<file path="config.mk">
export PLATFORM = sky130hd
export DESIGN_NAME = debugExecutor
export DESIGN_NICKNAME = d
export VERILOG_FILES = /design/src/debugPkg.sv /design/src/debugExecutor.sv
export SDC_FILE = /design/constraint.sdc
export NUM_CORES = 2
export LEC_CHECK = 0
export BUFFER_PORTS_ARGS = -buffer_cell sky130_fd_sc_hd__clkbuf_2
export CORE_ASPECT_RATIO = 0.5
export CORE_MARGIN = 4
export CORE_UTILIZATION = 57
export CTS_BUF_LIST = sky130_fd_sc_hd__clkbuf_16
export CTS_CLUSTER_DIAMETER = 100
export DETAILED_ROUTE_END_ITERATION = 8
export PLACE_DENSITY_LB_ADDON = 0.1
export SLEW_MARGIN = 40
export SYNTH_ARGS = -nofsm -noshare
export SYNTH_HDL_FRONTEND = slang
export SYNTH_MEMORY_MAX_BITS = 65536
export SYNTH_SLANG_ARGS = --single-unit
</file>
<file path="constraint.sdc">
create_clock -name CLK -period 3.5 [get_ports CLK]
set_clock_uncertainty 0.1 [all_clocks]
set_input_delay 0.7 -clock CLK [delete_from_list [all_inputs] [get_ports CLK]]
set_output_delay 0.7 -clock CLK [all_outputs]
set_load 0.05 [all_outputs]
</file>
<file path="src/debugPkg.sv">
package debugPkg;

	// ########################################
	// Widths
	// ########################################
	localparam int dataWidth = 16; // CPU word
	localparam int addrWidth = 16; // Byte address, bit 0 always zero
	localparam int hostWidth = 8; // Host pin bus
	localparam int memDepth = 256; // Words of debug memory
	localparam int regCount = 16; // Register file entries
	localparam int reqBit = 2; // Mode byte bit that asks for execution

	// ########################################
	// Encodings
	// ########################################

	// Host register map on the 3-bit addr pins
	typedef enum logic [2:0] {
		regMode = 3'd0, // Bit 0 debug mode, bit 1 stop, bit reqBit request
		regOp = 3'd1, // Bits 3..1 operation, bit 0 autoincrement
		regDataL = 3'd2,
		regDataH = 3'd3, // Also the high byte of the read register
		regAddrL = 3'd4,
		regAddrH = 3'd5
	} debugReg;

	// Operation field of the op register
	typedef enum logic [2:0] {
		opNop = 3'd0, // Acknowledge only
		opMemRead = 3'd1,
		opMemWrite = 3'd2,
		opRegRead = 3'd3,
		opRegWrite = 3'd4,
		opPcLoad = 3'd5,
		opPcRead = 3'd6, // Returns pc plus one
		opCcRead = 3'd7
	} debugOp;

	// Source feeding the read register
	typedef enum logic [1:0] {
		selMem = 2'd0,
		selReg = 2'd1,
		selCc = 2'd2,
		selPcNext = 2'd3
	} debugDataSel;

endpackage

</file>
<file path="src/debugExecutor.sv">
`timescale 1ns/1ps

module debugExecutor (
	input  logic                           CLK,
	input  logic                           rst,
	input  logic                           debugMode,
	input  logic                           stopCpu,
	input  debugPkg::debugOp               debugOp,
	input  logic                           autoInc,
	input  logic [debugPkg::addrWidth-1:0] debugAddr,
	input  logic [3:0]                     argX,
	input  logic [debugPkg::dataWidth-1:0] debugData,
	input  logic                           req,
	output logic                           ldDataEn,
	output debugPkg::debugDataSel          dataSel,
	output logic [debugPkg::dataWidth-1:0] memData,
	output logic [debugPkg::dataWidth-1:0] regData,
	output logic [debugPkg::dataWidth-1:0] ccData,
	output logic [debugPkg::dataWidth-1:0] pcNext,
	output logic                           addrIncEn,
	output logic                           ack
);
	import debugPkg::*;

	typedef enum logic [1:0] {idle, exec, done} execState;

	execState             state;
	logic [dataWidth-1:0] mem [memDepth]; // Word memory
	logic [dataWidth-1:0] regFile [regCount];
	logic [dataWidth-1:0] pc;
	logic [dataWidth-1:0] cc; // Bit 0 zero, bit 1 negative
	logic [7:0]           memIdx; // Word index from the byte address
	logic                 memWrite;
	logic                 regWrite;
	logic                 pcLoad;
	logic [dataWidth-1:0] ccNew; // Flags of the word being written

	assign memIdx = debugAddr[8:1];
	assign memWrite = (state == exec) && (debugOp == opMemWrite);
	assign regWrite = (state == exec) && (debugOp == opRegWrite);
	assign pcLoad = (state == exec) && (debugOp == opPcLoad);
	assign ccNew = {{(dataWidth-2){1'b0}}, debugData[dataWidth-1], debugData == '0};

	// ########################################
	// Request service FSM
	// ########################################
	always_ff @(posedge CLK) begin
		if (rst) begin
			state <= idle;
			ldDataEn <= 1'b0;
			dataSel <= selMem;
			addrIncEn <= 1'b0;
			ack <= 1'b0;
		end else begin
			ldDataEn <= 1'b0; // Pulses by default
			addrIncEn <= 1'b0;
			ack <= 1'b0;
			case (state)
				idle: begin
					if (req && debugMode && stopCpu) begin
						state <= exec; // Only a halted CPU is serviced
					end
				end
				exec: begin
					state <= done;
					ack <= 1'b1; // Same cycle as the action
					addrIncEn <= autoInc;
					case (debugOp)
						opMemRead: begin
							ldDataEn <= 1'b1;
							dataSel <= selMem;
						end
						opRegRead: begin
							ldDataEn <= 1'b1;
							dataSel <= selReg;
						end
						opPcRead: begin
							ldDataEn <= 1'b1;
							dataSel <= selPcNext;
						end
						opCcRead: begin
							ldDataEn <= 1'b1;
							dataSel <= selCc;
						end
						default: begin
							// Nop and writes, the write paths act below
						end
					endcase
				end
				done: state <= idle; // req falls on this edge
				default: state <= idle;
			endcase
		end
	end

	// ########################################
	// CPU state stand-in
	// ########################################
	always_ff @(posedge CLK) begin
		if (memWrite) begin
			mem[memIdx] <= debugData;
		end
		memData <= mem[memIdx]; // Registered read
	end

	always_ff @(posedge CLK) begin
		if (rst) begin
			for (int i = 0; i < regCount; i++) begin
				regFile[i] <= '0;
			end
			cc <= '0;
			pc <= '0;
		end else begin
			if (regWrite) begin
				regFile[argX] <= debugData;
			end
			if (memWrite || regWrite) begin
				cc <= ccNew; // Memory and register writes only, not pc load
			end
			if (pcLoad) begin
				pc <= debugData;
			end else if (!stopCpu) begin
				pc <= pc + 1'b1; // Free run while not stopped
			end
		end
	end

	assign regData = regFile[argX];
	assign ccData = cc;
	assign pcNext = pc + 1'b1;

	// Reads only come back from a halted CPU
	assert property (@(posedge CLK) disable iff (rst) ldDataEn |-> stopCpu);

endmodule

</file>
Yosys cells after proc, flatten, opt, wreduce, memory -nomap -nowiden
Memories as Yosys holds them, arrays and structs flattened. A register that Yosys moved wholly into a read port is not among the register bits.
Index checks and enable logic that the tools add are counted.
- flip-flop bits (word level): 25
- bits in latches: 0
- memory bits (writable): 4352
- bits in read-only memories: 0
- bits of input ports: 45
- output and inout bits: 69
- word-level logic and storage cells: 51
- memories kept: 2
- memory list (name ; depth ; width ; read ports ; clocked after Yosys merged registers in ; wr ports ; line ; RTL):
    mem ; 256 ; 16 ; 1 ; 1 ; 1 ; debugExecutor.sv:28 ; logic [dataWidth-1:0] mem [memDepth];
    regFile ; 16 ; 16 ; 1 ; 0 ; 16 ; debugExecutor.sv:29 ; logic [dataWidth-1:0] regFile [regCount];
- add/sub/neg operators: 1
- $mul: 0
- div/mod/pow operators: 0
- magnitude comparators: 0
- equality and inequality tests: 10
- shift operators: 0
- mux-type cells: 17
- bitwise gates (word level): 1
- reduce and logical (&&, ||, !) cells: 13
- operator list (operator ; number):
    $mux 16 ; 3
    $add 16x1->16 const B ; 1
    $logic_not 16->1 ; 1
    $reduce_or 16->1 ; 1
    $eq 3x3->1 const B ; 4
    $mux 1 ; 10
    $pmux 2 s4 ; 1
    $eq 3x2->1 const B ; 2
    $logic_and 1x1->1 ; 5
    $mux 4 ; 1
    $pmux 2 s2 ; 1
    $reduce_bool 4->1 ; 1
    $reduce_or 4->1 ; 1
    $eq 3x1->1 const B ; 1
    $eq 2x1->1 const B ; 1
    $logic_not 2->1 ; 1
    $mux 2 ; 1
    $ne 2x1->1 const B ; 1
    $ne 2x2->1 const B ; 1
    $reduce_and 2->1 ; 1
    $reduce_or 2->1 ; 1
    $logic_or 1x1->1 ; 1
    $not 1->1 ; 1

Depth between registers and ports, before layout
- depth in word-level cells: 7
- gate-level depth with buffers: 8
- depth with buffers taken out: 6

Worst setup path after synthesis
No wires, ideal clock.
- path kind: input to output
- from: in argX[0]
- to: out regData[0] (netlist name)
- arrival time: 2696 ps
- setup slack: 4 ps
- stages: 5
- cells stage by stage: clkbuf_1 > buf_1 > buf_2 > mux4_2 > mux4_2
- longest elaborated chain between the ends: 1
- ends and longest elaborated chain (what ; line ; RTL):
    start: declaration ; debugExecutor.sv:11 ; input logic [3:0] argX,
    $mem_v2 16x16 ; -- ;
    end: declaration ; debugExecutor.sv:17 ; output logic [debugPkg::dataWidth-1:0] regData,
Every way passes these cells.

Worst setup path in the final report
- from: mem regFile[12][2]
- to: out regData[2] (netlist name)
- longest elaborated chain between the ends: 1
- ends and longest elaborated chain (what ; line):
    start: declaration ; debugExecutor.sv:29
    $mem_v2 16x16 ; --
Every way passes these cells.

==> results.ini <==
[placement]
place_inst=12100
dp.final_hpwl_um=266000
port_buffers=91
place_area_um2=183000
gp_congestion=0.874
dp_slack_ps=-549

[cells_and_area]
fin_cells=12700
register_area_um2=132000
multi_input_area_um2=35000
area_growth_pct=16.0
n_fill_cell=18100
drive_gt1_share_pct=31.3
final_nets=8582
stdcell_area_um2=195000

[critical_path]
startpoint_type=flop
crit_fanout=1
worstPathRequired_ps=2700
critPathKind=flop to primary output
end_kind=primary output
crit_arrival_ps=2610

[floorplan]
die_area_um2=304000
pin_count=114
core_um2=292000
die_w_um=776
row_count=140
initial_core_util_pct=57.5
dieHeight_um=392

[pwr]
peakVddDrop_v=0.000405
cellLeakagePower_nw=62.2
power_mw=105
p_per_area_nw_per_um2=536

[clock_tree]
ctsHtreeMaxLevel=5
tritoncts=yes
numCtsBuffers=372
clock_latency_ps=930
root_buffer=clkbuf_16
cts_num_sinks=4393
cts.path.max_buffers=4
clk_pin_slew_ps=60

[drt]
drc_errors=0
first_pass_iters=7
vias_per_cell=6.58
first_iter_violations=11500
wire_per_inst_um=33.8
via_count=83700
drtAntennaViolNets=0
drt_wl_total_um=431000

[sta]
worst_pin_slew_ps=1040
finalSetupViolCount=0
timing.final.crit_share_pct=97.5
finalHoldViolations=0
fmax_mhz=293
fin_setup_tns_ps=0
fin_crit_ps=3410
setup_ws_ps=86.8
slew_headroom_pct=30.6
maxSlewViolCount=0

[global_route]
grt_pass1_wl_um=618000
use_met1_pct=43.0
grtUsageTotal_pct=28.6
grt_max_degree=154
use_met3_pct=7.50
antenna_found_initial=27
grt-busiest-layer=met1
grt_overflow=0
grt_pass1_vias=84100
grtUsageMet2_pct=42.6

[logic_synthesis]
yosys_most_used_dff=edfxtp_1
synth_warnings=0
syn-cell-area_um2=168000
avgSynthCellArea_um2=22.2
syn_inst=7581
synthArstFlopShare_pct=0
synth.distinct_cells=39
ys_seq_elements=4393
synth_edf_count=4352
seq_area_frac_synth_pct=78.2

[min_path]
hp-class=primary input to flop

[run_status]
status=complete, no violations

[flow_run]
max-cap-violations=0

-- cells by family (layout without fill, tap and decap cells) --
family,after synthesis,after routing,synth area share (%)
compound gates,853,853,3.47
xor+xnor,30,30,0.156
fa+ha+maj,1,1,0.00744
buf+inv,496,1724,1.27
flops,4393,4393,78.2
mux,1108,1108,14.8
other cells,1,21,0.00223
simple gates,699,699,2.10
-- area by class of cell --
type | count | share of cell area (%)
antenna | 7 | 0.00898
clock buffer | 379 | 4.86
clock inverter | 281 | 1.17
inverter | 6 | 0.0115
multi-input combinational | 2705 | 17.9
sequential | 4393 | 67.4
tap | 3905 | 2.50
timing repair buffer | 1058 | 6.10
-- timing repair --
item	4_1_cts	5_1_grt
endpoints found under the hold margin	13	0
setup endpoints to repair	6	5
pin swaps	1	1
gates resized for setup	15	8
buffers inserted	1	0
hold buffers	5	0
cloned	0	0
-- worst max-delay path: stages, from the launching register on --
cell      delay [ps]
edfxtp_1         370
mux4_2           510
mux4_2           570
clkbuf_2         270
-- power breakdown --
group	switching (mW)	total [mW]	leakage, nW	internal, mW
Clock	18.4	40.9	6.04	22.4
Combinational	3.62	5.83	16.4	2.21
Sequential	0.0878	58.0	39.7	57.9
Total	22.1	105	62.2	82.5
-- cell usage after synthesis, drive strengths merged (6+ instances only) --
cell / count / area share [%]
edfxtp: 4352 / 78
mux4: 1104 / 15
a22oi: 512 / 2.3
clkbuf: 320 / 0.71
nor2: 299 / 0.67
a21oi: 259 / 0.77
and2: 259 / 0.96
buf: 170 / 0.55
o41ai: 64 / 0.33
dfxtp: 41 / 0.49
nand2: 37 / 0.083
xnor2: 22 / 0.11
or2: 20 / 0.074
nand4: 19 / 0.071
a211oi: 15 / 0.067
nand3: 15 / 0.045
nor3: 12 / 0.048
nor2b: 9 / 0.033
xor2: 8 / 0.042
inv: 6 / 0.013
nor4: 6 / 0.022
or3: 6 / 0.022
-- routing by layer --
metal / vias to the layer above / share of wire [%]
met3: 616 / 12
li1: 34000 / -
met4: 4 / 2.8
met2: 4635 / 46
met1: 44400 / 40
met5: - / 0.0067
-- final timing paths --
kind / from / slack (ps) / cells past startpoint / endpoint
min: debugData[14] / 50 / 1 / mem[157][14]
min reg2reg: dataSel[1] / 390 / 2 / dataSel[1]
max: regFile[12][2] / 90 / 3 / regData[2]
max reg2reg: state[1] / 540 / 8 / mem[25][0]
-- stage by stage --
step | utilization (%) | hold WS, ps
finish | 66.7 | 49.7
global route | 66.7 | 6.87
CTS | 66.7 | 4.18
detailed placement | 62.6 | 381
global placement | 62.6 | 390
floorplan | - | 358
-- state kept, by name (all words and copies together) (netlist names) --
register	flops
ack	1
addrIncEn	1
ccData	2
dataSel	2
ldDataEn	1
mem	4096
memData	16
pc	16
regFile	256
state	2
-- layout by cell type (no fill, tap or decap), types with 6 or more instances in the layout --
cell / synthesis / final
edfxtp_1: 4352 / 4352
mux4_2: 1104 / 1104
buf_4: 36 / 648
a22oi_1: 512 / 512
clkbuf_16: 0 / 379
buf_12: 0 / 306
nor2_1: 299 / 288
a21oi_1: 259 / 258
and2_1: 259 / 258
clkinv_1: 0 / 84
inv_1: 6 / 81
clkbuf_2: 0 / 68
clkinv_2: 0 / 58
bufinv_16: 0 / 38
o41ai_2: 0 / 34
dfxtp_1: 41 / 34
o41ai_1: 64 / 30
xnor2_1: 22 / 22
nand4_1: 19 / 19
or2_2: 20 / 19
nand2_1: 37 / 19
nand2_2: 0 / 18
buf_8: 0 / 17
a211oi_1: 15 / 15
nand3_1: 15 / 14
conb_1: 1 / 14
clkinvlp_4: 0 / 13
nor2_2: 0 / 9
xor2_1: 8 / 8
nor3_1: 8 / 8
diode_2: 0 / 7
buf_16: 0 / 7
or3_1: 6 / 6
nor4_1: 6 / 6
dfxtp_2: 0 / 6
Note: power is estimated with default switching activity, not from simulation.
